<file path="src/rv_core_macros.svh">
`ifndef RV_CORE_MACROS_SVH
`define RV_CORE_MACROS_SVH

// data path width
`define RV_XLEN 64

// first fetch address after reset
`define RV_RESET_PC 64'h0000_0000_8000_0000

// redirect target for any illegal instruction
`define RV_TRAP_VEC 64'h0000_0000_8000_0400

// byte lanes of an instruction read request
`define RV_FETCH_SIZE 8'h0F

`endif
</file>
<file path="src/rv_core_pkg.sv">
`default_nettype none
`include "rv_core_macros.svh"

package rv_core_pkg;

    // decoded operations, anything else traps
    typedef enum logic [3:0] {
        OP_ADDI,
        OP_ADD,
        OP_SUB,
        OP_LUI,
        OP_JAL,
        OP_JALR,
        OP_BEQ,
        OP_BNE,
        OP_ILLEGAL
    } op_e;

    typedef enum logic [1:0] {
        FS_IDLE,  // issue next address
        FS_ADDR,  // address valid, waiting for ready
        FS_DATA   // waiting for the data beat
    } fetch_state_e;

    typedef struct packed {
        logic                valid;
        logic [`RV_XLEN-1:0] pc;
        logic [31:0]         inst;
    } fetch_out_s;

    typedef struct packed {
        logic                valid;
        logic [`RV_XLEN-1:0] pc;
        op_e                 op;
        logic [4:0]          rd;
        logic [4:0]          rs1;
        logic [4:0]          rs2;
        logic [`RV_XLEN-1:0] imm;  // already sign extended
    } dec_op_s;

    typedef struct packed {
        logic                valid;
        logic [`RV_XLEN-1:0] pc;
        logic [4:0]          rd;
        logic [`RV_XLEN-1:0] wdata;
        logic                we;
    } exe_res_s;

    typedef struct packed {
        logic                valid;
        logic [`RV_XLEN-1:0] target;
    } redirect_s;

    // one entry per retired instruction
    typedef struct packed {
        logic                valid;
        logic [`RV_XLEN-1:0] pc;
        logic [4:0]          rd;     // zero when nothing was written
        logic [`RV_XLEN-1:0] wdata;
    } retire_s;

endpackage

`default_nettype wire

</file>
<file path="src/rv_core_top.sv">
`timescale 1ns/1ps
`default_nettype none
`include "rv_core_macros.svh"

module rv_core_top (
    input  wire logic                clk,
    input  wire logic                rst_i,
    output logic                     rd_addr_valid_o,
    input  wire logic                rd_addr_ready_i,
    output logic [`RV_XLEN-1:0]      rd_addr_o,
    output logic [7:0]               rd_size_o,
    input  wire logic                rd_data_valid_i,
    output logic                     rd_data_ready_o,
    input  wire logic [`RV_XLEN-1:0] rd_data_i,
    output rv_core_pkg::retire_s     retire_o
);

    rv_core_pkg::fetch_out_s fetch_out;
    rv_core_pkg::dec_op_s    dec_op;
    rv_core_pkg::exe_res_s   exe_res;
    rv_core_pkg::redirect_s  redirect;
    logic [4:0]              rs1_addr;
    logic [4:0]              rs2_addr;
    logic [`RV_XLEN-1:0]     rs1_data;
    logic [`RV_XLEN-1:0]     rs2_data;

    rv_fetch i_fetch (
        .clk             (clk),
        .rst_i           (rst_i),
        .redirect_i      (redirect),
        .rd_addr_valid_o (rd_addr_valid_o),
        .rd_addr_ready_i (rd_addr_ready_i),
        .rd_addr_o       (rd_addr_o),
        .rd_size_o       (rd_size_o),
        .rd_data_valid_i (rd_data_valid_i),
        .rd_data_ready_o (rd_data_ready_o),
        .rd_data_i       (rd_data_i),
        .fetch_o         (fetch_out)
    );

    rv_decode i_decode (
        .clk     (clk),
        .rst_i   (rst_i),
        .fetch_i (fetch_out),
        .flush_i (redirect.valid),  // squash the fall-through slot
        .dec_o   (dec_op)
    );

    rv_execute i_execute (
        .clk        (clk),
        .rst_i      (rst_i),
        .dec_i      (dec_op),
        .rs1_addr_o (rs1_addr),
        .rs2_addr_o (rs2_addr),
        .rs1_data_i (rs1_data),
        .rs2_data_i (rs2_data),
        .exe_o      (exe_res),
        .redirect_o (redirect)
    );

    rv_result i_result (
        .clk        (clk),
        .rst_i      (rst_i),
        .exe_i      (exe_res),
        .rs1_addr_i (rs1_addr),
        .rs2_addr_i (rs2_addr),
        .rs1_data_o (rs1_data),
        .rs2_data_o (rs2_data),
        .retire_o   (retire_o)
    );

endmodule

`default_nettype wire

</file>
<file path="src/rv_result.sv">
`timescale 1ns/1ps
`default_nettype none
`include "rv_core_macros.svh"

module rv_result (
    input  wire logic                  clk,
    input  wire logic                  rst_i,
    input  wire rv_core_pkg::exe_res_s exe_i,
    input  wire logic [4:0]            rs1_addr_i,
    input  wire logic [4:0]            rs2_addr_i,
    output logic [`RV_XLEN-1:0]        rs1_data_o,
    output logic [`RV_XLEN-1:0]        rs2_data_o,
    output rv_core_pkg::retire_s       retire_o
);

    logic [`RV_XLEN-1:0] regs [0:31];
    logic                wr_en;

    assign wr_en = exe_i.valid && exe_i.we && exe_i.rd != 5'd0;  // x0 never written

    always_ff @(posedge clk) begin
        if (!rst_i && wr_en) begin
            regs[exe_i.rd] <= exe_i.wdata;
        end
    end

    // x0 reads as zero
    assign rs1_data_o = (rs1_addr_i == 5'd0) ? '0 : regs[rs1_addr_i];
    assign rs2_data_o = (rs2_addr_i == 5'd0) ? '0 : regs[rs2_addr_i];

    always_comb begin
        retire_o.valid = exe_i.valid;
        retire_o.pc    = exe_i.pc;
        retire_o.rd    = wr_en ? exe_i.rd : 5'd0;     // report only real writes
        retire_o.wdata = wr_en ? exe_i.wdata : '0;
    end

endmodule

`default_nettype wire

</file>
<file path="src/rv_execute.sv">
`timescale 1ns/1ps
`default_nettype none
`include "rv_core_macros.svh"

module rv_execute (
    input  wire logic                 clk,
    input  wire logic                 rst_i,
    input  wire rv_core_pkg::dec_op_s dec_i,
    output logic [4:0]                rs1_addr_o,
    output logic [4:0]                rs2_addr_o,
    input  wire logic [`RV_XLEN-1:0]  rs1_data_i,
    input  wire logic [`RV_XLEN-1:0]  rs2_data_i,
    output rv_core_pkg::exe_res_s     exe_o,
    output rv_core_pkg::redirect_s    redirect_o
);

    logic [`RV_XLEN-1:0] op_a;
    logic [`RV_XLEN-1:0] op_b;
    logic [`RV_XLEN-1:0] link;
    logic [`RV_XLEN-1:0] pc_rel;
    logic [`RV_XLEN-1:0] jalr_sum;
    logic                fwd_ok;
    logic                taken;
    logic [`RV_XLEN-1:0] target;
    rv_core_pkg::exe_res_s exe_c;
    rv_core_pkg::exe_res_s exe_q;
    logic                valid_q;

    assign rs1_addr_o = dec_i.rs1;
    assign rs2_addr_o = dec_i.rs2;

    // result register still one cycle ahead of the register file
    assign fwd_ok = exe_o.valid && exe_o.we && exe_o.rd != 5'd0;
    assign op_a   = (fwd_ok && exe_o.rd == dec_i.rs1) ? exe_o.wdata : rs1_data_i;
    assign op_b   = (fwd_ok && exe_o.rd == dec_i.rs2) ? exe_o.wdata : rs2_data_i;

    assign link     = dec_i.pc + 64'd4;
    assign pc_rel   = dec_i.pc + dec_i.imm;
    assign jalr_sum = op_a + dec_i.imm;

    always_comb begin
        exe_c       = '0;
        exe_c.valid = dec_i.valid;
        exe_c.pc    = dec_i.pc;
        exe_c.rd    = dec_i.rd;
        taken       = 1'b0;
        target      = pc_rel;
        case (dec_i.op)
            rv_core_pkg::OP_ADDI: begin
                exe_c.wdata = op_a + dec_i.imm;
                exe_c.we    = 1'b1;
            end
            rv_core_pkg::OP_ADD: begin
                exe_c.wdata = op_a + op_b;
                exe_c.we    = 1'b1;
            end
            rv_core_pkg::OP_SUB: begin
                exe_c.wdata = op_a - op_b;
                exe_c.we    = 1'b1;
            end
            rv_core_pkg::OP_LUI: begin
                exe_c.wdata = dec_i.imm;
                exe_c.we    = 1'b1;
            end
            rv_core_pkg::OP_JAL: begin
                exe_c.wdata = link;
                exe_c.we    = 1'b1;
                taken       = 1'b1;
            end
            rv_core_pkg::OP_JALR: begin
                exe_c.wdata = link;
                exe_c.we    = 1'b1;
                taken       = 1'b1;
                target      = {jalr_sum[`RV_XLEN-1:1], 1'b0};
            end
            rv_core_pkg::OP_BEQ: taken = (op_a == op_b);
            rv_core_pkg::OP_BNE: taken = (op_a != op_b);
            default: begin
                taken  = 1'b1;  // trap without a register write
                target = `RV_TRAP_VEC;
            end
        endcase
    end

    assign redirect_o = rv_core_pkg::redirect_s'{valid: dec_i.valid && taken, target: target};

    always_ff @(posedge clk) begin
        if (rst_i) begin
            valid_q <= 1'b0;
        end else begin
            valid_q <= dec_i.valid;
        end
    end

    always_ff @(posedge clk) begin
        if (dec_i.valid) exe_q <= exe_c;
    end

    always_comb begin
        exe_o       = exe_q;
        exe_o.valid = valid_q;
    end

    a_jalr_even: assert property (@(posedge clk) disable iff (rst_i)
        redirect_o.valid && dec_i.op == rv_core_pkg::OP_JALR |-> !redirect_o.target[0])
        else $error("jalr redirect target is odd");

endmodule

`default_nettype wire

</file>
<file path="src/rv_decode.sv">
`timescale 1ns/1ps
`default_nettype none
`include "rv_core_macros.svh"

module rv_decode (
    input  wire logic                   clk,
    input  wire logic                   rst_i,
    input  wire rv_core_pkg::fetch_out_s fetch_i,
    input  wire logic                   flush_i,
    output rv_core_pkg::dec_op_s        dec_o
);

    logic [31:0]         inst;
    logic [6:0]          opcode;
    logic [2:0]          funct3;
    logic [6:0]          funct7;
    logic [`RV_XLEN-1:0] imm_i;
    logic [`RV_XLEN-1:0] imm_b;
    logic [`RV_XLEN-1:0] imm_j;
    logic [`RV_XLEN-1:0] imm_u;
    rv_core_pkg::dec_op_s dec_c;
    rv_core_pkg::dec_op_s dec_q;
    logic                valid_q;

    assign inst   = fetch_i.inst;
    assign opcode = inst[6:0];
    assign funct3 = inst[14:12];
    assign funct7 = inst[31:25];

    // immediate formats
    assign imm_i = {{(`RV_XLEN-12){inst[31]}}, inst[31:20]};
    assign imm_b = {{(`RV_XLEN-13){inst[31]}}, inst[31], inst[7], inst[30:25], inst[11:8], 1'b0};
    assign imm_j = {{(`RV_XLEN-21){inst[31]}}, inst[31], inst[19:12], inst[20], inst[30:21], 1'b0};
    assign imm_u = {{(`RV_XLEN-32){inst[31]}}, inst[31:12], 12'b0};

    always_comb begin
        dec_c       = '0;
        dec_c.valid = fetch_i.valid;
        dec_c.pc    = fetch_i.pc;
        dec_c.rd    = inst[11:7];
        dec_c.rs1   = inst[19:15];
        dec_c.rs2   = inst[24:20];
        dec_c.op    = rv_core_pkg::OP_ILLEGAL;
        dec_c.imm   = imm_i;
        case (opcode)
            7'b0010011: if (funct3 == 3'b000) dec_c.op = rv_core_pkg::OP_ADDI;
            7'b0110011: begin
                if (funct3 == 3'b000 && funct7 == 7'b0000000) dec_c.op = rv_core_pkg::OP_ADD;
                if (funct3 == 3'b000 && funct7 == 7'b0100000) dec_c.op = rv_core_pkg::OP_SUB;
            end
            7'b0110111: begin
                dec_c.op  = rv_core_pkg::OP_LUI;
                dec_c.imm = imm_u;
            end
            7'b1101111: begin
                dec_c.op  = rv_core_pkg::OP_JAL;
                dec_c.imm = imm_j;
            end
            7'b1100111: if (funct3 == 3'b000) dec_c.op = rv_core_pkg::OP_JALR;
            7'b1100011: begin
                dec_c.imm = imm_b;
                if (funct3 == 3'b000) dec_c.op = rv_core_pkg::OP_BEQ;
                if (funct3 == 3'b001) dec_c.op = rv_core_pkg::OP_BNE;
            end
            default: dec_c.op = rv_core_pkg::OP_ILLEGAL;
        endcase
    end

    always_ff @(posedge clk) begin
        if (rst_i || flush_i) begin
            valid_q <= 1'b0;  // wrong-path instruction dropped
        end else begin
            valid_q <= fetch_i.valid;
        end
    end

    always_ff @(posedge clk) begin
        if (fetch_i.valid) dec_q <= dec_c;
    end

    always_comb begin
        dec_o       = dec_q;
        dec_o.valid = valid_q;
    end

endmodule

`default_nettype wire

</file>
<file path="src/rv_fetch.sv">
`timescale 1ns/1ps
`default_nettype none
`include "rv_core_macros.svh"

module rv_fetch (
    input  wire logic                  clk,
    input  wire logic                  rst_i,
    input  wire rv_core_pkg::redirect_s redirect_i,
    output logic                       rd_addr_valid_o,
    input  wire logic                  rd_addr_ready_i,
    output logic [`RV_XLEN-1:0]        rd_addr_o,
    output logic [7:0]                 rd_size_o,
    input  wire logic                  rd_data_valid_i,
    output logic                       rd_data_ready_o,
    input  wire logic [`RV_XLEN-1:0]   rd_data_i,
    output rv_core_pkg::fetch_out_s    fetch_o
);

    rv_core_pkg::fetch_state_e state;
    logic [`RV_XLEN-1:0] pc;       // next address to request
    logic                discard;  // outstanding beat is stale
    logic                out_valid;
    logic [`RV_XLEN-1:0] out_pc;
    logic [31:0]         out_inst;
    logic                beat;

    assign beat      = rd_data_valid_i && rd_data_ready_o;
    assign rd_size_o = `RV_FETCH_SIZE;

    always_ff @(posedge clk) begin
        if (rst_i) begin
            state           <= rv_core_pkg::FS_IDLE;
            pc              <= `RV_RESET_PC;
            discard         <= 1'b0;
            rd_addr_valid_o <= 1'b0;
            rd_data_ready_o <= 1'b0;
            out_valid       <= 1'b0;
        end else begin
            out_valid <= 1'b0;
            if (redirect_i.valid) begin
                pc <= redirect_i.target;
            end
            case (state)
                rv_core_pkg::FS_IDLE: begin
                    rd_addr_valid_o <= 1'b1;
                    state           <= rv_core_pkg::FS_ADDR;
                end
                rv_core_pkg::FS_ADDR: begin
                    if (redirect_i.valid) discard <= 1'b1;
                    if (rd_addr_ready_i) begin
                        rd_addr_valid_o <= 1'b0;
                        rd_data_ready_o <= 1'b1;
                        state           <= rv_core_pkg::FS_DATA;
                    end
                end
                rv_core_pkg::FS_DATA: begin
                    if (beat) begin
                        rd_data_ready_o <= 1'b0;
                        discard         <= 1'b0;
                        state           <= rv_core_pkg::FS_IDLE;
                        if (!discard && !redirect_i.valid) begin
                            out_valid <= 1'b1;
                            pc        <= rd_addr_o + 64'd4;
                        end
                    end else if (redirect_i.valid) begin
                        discard <= 1'b1;
                    end
                end
                default: state <= rv_core_pkg::FS_IDLE;
            endcase
        end
    end

    // request address and instruction payload
    always_ff @(posedge clk) begin
        if (state == rv_core_pkg::FS_IDLE) begin
            rd_addr_o <= redirect_i.valid ? redirect_i.target : pc;
        end
        if (beat) begin
            out_pc   <= rd_addr_o;
            out_inst <= rd_addr_o[2] ? rd_data_i[63:32] : rd_data_i[31:0];  // word half
        end
    end

    assign fetch_o = rv_core_pkg::fetch_out_s'{valid: out_valid, pc: out_pc, inst: out_inst};

    a_addr_stable: assert property (@(posedge clk) disable iff (rst_i)
        rd_addr_valid_o && !rd_addr_ready_i |=> rd_addr_valid_o && $stable(rd_addr_o))
        else $error("fetch address changed before ready");

    a_no_ready_in_addr: assert property (@(posedge clk) disable iff (rst_i)
        state == rv_core_pkg::FS_ADDR |-> !rd_data_ready_o)
        else $error("data ready raised before address accepted");

endmodule

`default_nettype wire

</file>
<file path="config.mk">
export PLATFORM = sky130hd
export DESIGN_NAME = rv_core_top
export DESIGN_NICKNAME = d
export VERILOG_FILES = /design/src/rv_core_pkg.sv /design/src/rv_core_top.sv /design/src/rv_result.sv /design/src/rv_execute.sv /design/src/rv_decode.sv /design/src/rv_fetch.sv
export VERILOG_INCLUDE_DIRS = /design/src
export SDC_FILE = /design/constraint.sdc
export NUM_CORES = 2
export LEC_CHECK = 0
export BUFFER_PORTS_ARGS = -buffer_cell sky130_fd_sc_hd__buf_2
export CORE_MARGIN = 5
export CORE_UTILIZATION = 40
export DETAILED_ROUTE_END_ITERATION = 12
export GPL_ROUTABILITY_DRIVEN = 0
export PLACE_DENSITY_LB_ADDON = 0.1
export REMOVE_ABC_BUFFERS = 1
export SYNTH_ARGS = -nofsm -noshare
export SYNTH_HDL_FRONTEND = slang
export SYNTH_SLANG_ARGS = --single-unit
</file>
<file path="constraint.sdc">
create_clock -name clk -period 8.3 [get_ports clk]
set_input_delay 0.415 -clock clk [delete_from_list [all_inputs] [get_ports clk]]
set_output_delay 0.415 -clock clk [all_outputs]
set_load 0.02 [all_outputs]
</file>
==> impl_metrics.tcl <==
set metrics [dict create \
    status "complete, no violations" \
    cts_tree "done" \
    placement_rows 211 \
    route.antenna.remaining_nets 0 \
    critical_path.startpoint_type "flip-flop" \
    powerDensity_nw_per_um2 185 \
    dpl.cell_count 12900 \
    cp.arrival_ns 8.16 \
    port_buffers 267 \
    critical_path.slowest_cell "sky130_fd_sc_hd__o31ai_1" \
    antenna_violations_before_repair 23 \
    final.setup_skew_ns 0.0413 \
    drive_above_1_share 0.272 \
    dpl.hpwl_um 293000 \
    die_height_um 585 \
    cts-buffers-inserted 289 \
    gr-total-overflow 0 \
    finish.cell_count_without_fillers 13500 \
    finalMaxSlewViolations 0 \
    finalNetCount 9204 \
    number_of_flops_mapped_to_enable_cells_by_yosys 2457 \
    synth_largest_area_cell "sky130_fd_sc_hd__edfxtp_1" \
    clock_power_share 0.444 \
    rsz0062_at_grt "false" \
    yosys.area.top_type_share 0.558 \
    worst_skew_pair.late_latency_ns 0.92 \
    globalRouteTotalUtil 0.266 \
    number_of_global_route_vias_before_repair 85300 \
    syn-cell-area_sq_um 132000 \
    worst-slew-pin-transition_ns 1.32 \
    timing_hold_violations_final 0 \
    post-place-ws_ns 0.826 \
    pwr-share-comb 0.045 \
    cell_at_the_root_of_the_clock_tree "sky130_fd_sc_hd__clkbuf_16" \
    final.setup.worst_slack_ns 0.780 \
    cp_data_required_time_ns 8.94 \
    drt-pass1-iter-count 9 \
    postSynthAreaPerCell_sq_um 15.7 \
    syn_to_final_growth_pct 13.8 \
    critPathMaxFanout 38 \
    seqPwrFrac 0.511 \
    fmax_mhz 133 \
    finalPower_mw 27.9 \
    post-route-min-period_ns 7.52 \
    synth_seq_cells 2539 \
    postSynth.asyncResetShare 0 \
    cts.reportedPaths.clkPinSlew_ns 0.06 \
    mostFrequentLayoutCell "sky130_fd_sc_hd__edfxtp_1" \
    critical_path.cell_chain "buf_12 -> mux4_2 -> mux4_2 -> mux2i_1 -> o21ai_0 -> ha_1 -> nor3_1 -> a21oi_1 -> o21ai_0 -> a221oi_1 -> o31ai_1 -> a211oi_1 -> o21a_1 -> o31ai_1 -> a21oi_1 -> xnor2_1 -> a221o_1" \
    die_width_um 585 \
    endpoint_class_of_the_critical_path "flip-flop" \
    core_area_sq_um 330000 \
    cts_post_setup_buffers_inserted 0 \
    synth-main-ff-cell "sky130_fd_sc_hd__edfxtp_1" \
    ios 276 \
    total_switching_power_mw 6.30 \
    cts-htree-levels 5 \
    cts.sink_count 2539 \
    routed_wire_length_per_instance_um 34.4 \
    p_leak_nw 50.0 \
    die-area_sq_um 342000 \
    switching_share 0.226 \
    max_slew_margin 0.0995 \
    maxCapViolations 0 \
    hp-start "rd_data_i[56]" \
    grt_pass1_wl_um 651000 \
    postSynthCellCount 8412 \
    cells_taking_the_most_area_after_synthesis "sky130_fd_sc_hd__edfxtp_1 56%, sky130_fd_sc_hd__mux4_2 22%, sky130_fd_sc_hd__ha_1 2.6%" \
    post_synth_num_cell_types 81 \
    commonest_cells_after_routing_fill_and_taps_aside "2,457 x sky130_fd_sc_hd__edfxtp_1, 1,279 x sky130_fd_sc_hd__mux4_2, 580 x sky130_fd_sc_hd__nand2_1, 383 x sky130_fd_sc_hd__a21oi_1, 381 x sky130_fd_sc_hd__o21ai_0" \
    synth_sequential_area_ratio 0.570 \
    final_core_util 0.456 \
    worstSetupPathType "reg2reg" \
    holdWs_ns 0.365 \
    min_path_type "in2reg" \
    route.detailed.vias_per_inst 6.40 \
    final_period_util 0.906 \
    cts-root-to-sink-buffers 4 \
    grt_max_degree 89 \
    routed-via-count 86100 \
    critical_path.max_stage_delay_ns 0.61 \
    initial_core_utilization 0.401 \
    number_of_remaining_drc_errors 0 \
    setup_violations 0 \
    drt_wl_total_um 464000 \
    internal_power_mw 21.6 \
    drt_iter0_markers 10800 \
    vdd_drop_max_uv 140 \
    ys.warnings.count 0 \
    n_fill_cell 28700 \
]
[synthesized netlist by cell type (52+ instances only)]
library cell and count:
sky130_fd_sc_hd__nand3_1 108, sky130_fd_sc_hd__inv_1 180, sky130_fd_sc_hd__a21oi_1 384, sky130_fd_sc_hd__dfxtp_1 82, sky130_fd_sc_hd__a21o_1 128, sky130_fd_sc_hd__o211ai_1 72, sky130_fd_sc_hd__xnor2_1 153, sky130_fd_sc_hd__edfxtp_1 2457
sky130_fd_sc_hd__nor3_1 73, sky130_fd_sc_hd__xor2_1 107, sky130_fd_sc_hd__mux4_2 1279, sky130_fd_sc_hd__ha_1 271, sky130_fd_sc_hd__nand4_1 94, sky130_fd_sc_hd__clkbuf_1 443, sky130_fd_sc_hd__mux2i_1 134, sky130_fd_sc_hd__and2_1 81
sky130_fd_sc_hd__buf_4 76, sky130_fd_sc_hd__o21ai_0 382, sky130_fd_sc_hd__o21bai_1 70, sky130_fd_sc_hd__and3_1 52, sky130_fd_sc_hd__nand2_1 581, sky130_fd_sc_hd__a211oi_1 52, sky130_fd_sc_hd__buf_1 96, sky130_fd_sc_hd__a221oi_1 65
sky130_fd_sc_hd__nor2_1 345
[cells by family after synthesis]
kind of cell / after synthesis / synth area share
AND/OR/NAND/NOR: 1528 / 0.0538
multiplexers: 1456 / 0.232
adder cells (fa/ha/maj): 275 / 0.0262
flip-flops: 2539 / 0.570
buffers and inverters: 813 / 0.0255
AO/OA/AOI/OAI: 1539 / 0.0755
other: 2 / 0.0000568
XOR/XNOR: 260 / 0.0172
[worst paths after layout]
path                          endpoint  slack, ns  depth (start not counted)
setup / recovery   i_execute.exe_o[62]       0.78                         17
setup reg to reg   i_execute.exe_o[62]       0.78                         17
hold / removal    i_fetch.out_inst[24]       0.36                          3
hold reg to reg    i_execute.exe_o[65]       0.42                          0
[power groups by stage]
stage,logic (mW),registers [mW],clock network (mW)
2_1_floorplan,0.754,14.6,0
3_3_place_gp,1.19,14.5,0
3_5_place_dp,1.20,14.5,0
4_1_cts,1.25,14.2,12.6
5_1_grt,1.34,14.3,13.2
6_report,1.26,14.2,12.4
[metrics by stage]
step,area (sq um),TNS (ns)
floorplan,130000,-3552.83
global placement,141000,0
detailed placement,141000,0
CTS,150000,0
global route,150000,0
finish,150000,0
[cell type report]
cell class                 instances  area, sq um  share of cell area
antenna                           15         37.5            0.000249
clock buffer                     355         7660              0.0509
tap                             4366         5460              0.0363
sequential                      2539        75500               0.501
clock inverter                   155         1270             0.00842
multi-input combinational       5130        54100               0.360
timing repair buffer             720         5780              0.0384
inverter                         181          689             0.00458
[critical path, delay by kind of cell (launching register included)]
family	cells	cell delay [ns]
xor+xnor	1	0.17
compound gates	10	3.45
buf+inv	1	0.35
simple gates	1	0.54
mux	3	1.61
fa+ha+maj	1	0.51
flops	1	0.58
[layer usage]
layer / vias up / wire length (um) / track usage
met2: 4144 / 216000 / 0.421
met4: 4 / 13400 / 0.0705
met1: 46000 / 196000 / 0.382
met3: 649 / 38100 / 0.0442
met5: - / 26 / 0
li1: 35400 / - / -
[what timing repair did]
action | 4_1_cts | 5_1_grt
resized for setup | 0 | 0
hold endpoints to repair | 47 | 0
endpoints found under the setup margin | 0 | 0
hold buffers | 67 | 0
[registers in the layout (all words and copies together), names as in the netlist, named ones only]
| name | cells |
|---|---|
| i_fetch.rd_addr_valid_o | 1 |
| i_result.regs | 2048 |
| i_fetch.out_inst | 32 |
| i_execute.exe_o | 134 |
| i_fetch.out_valid | 1 |
| i_decode.valid_q | 1 |
| i_fetch.pc | 64 |
| i_fetch.state | 2 |
| i_fetch.discard | 1 |
| i_execute.valid_q | 1 |
| i_fetch.rd_addr_o | 64 |
| i_fetch.rd_data_ready_o | 1 |
| i_decode.dec_o | 115 |
| i_fetch.out_pc | 64 |
Power figures use the tool's default switching activity.
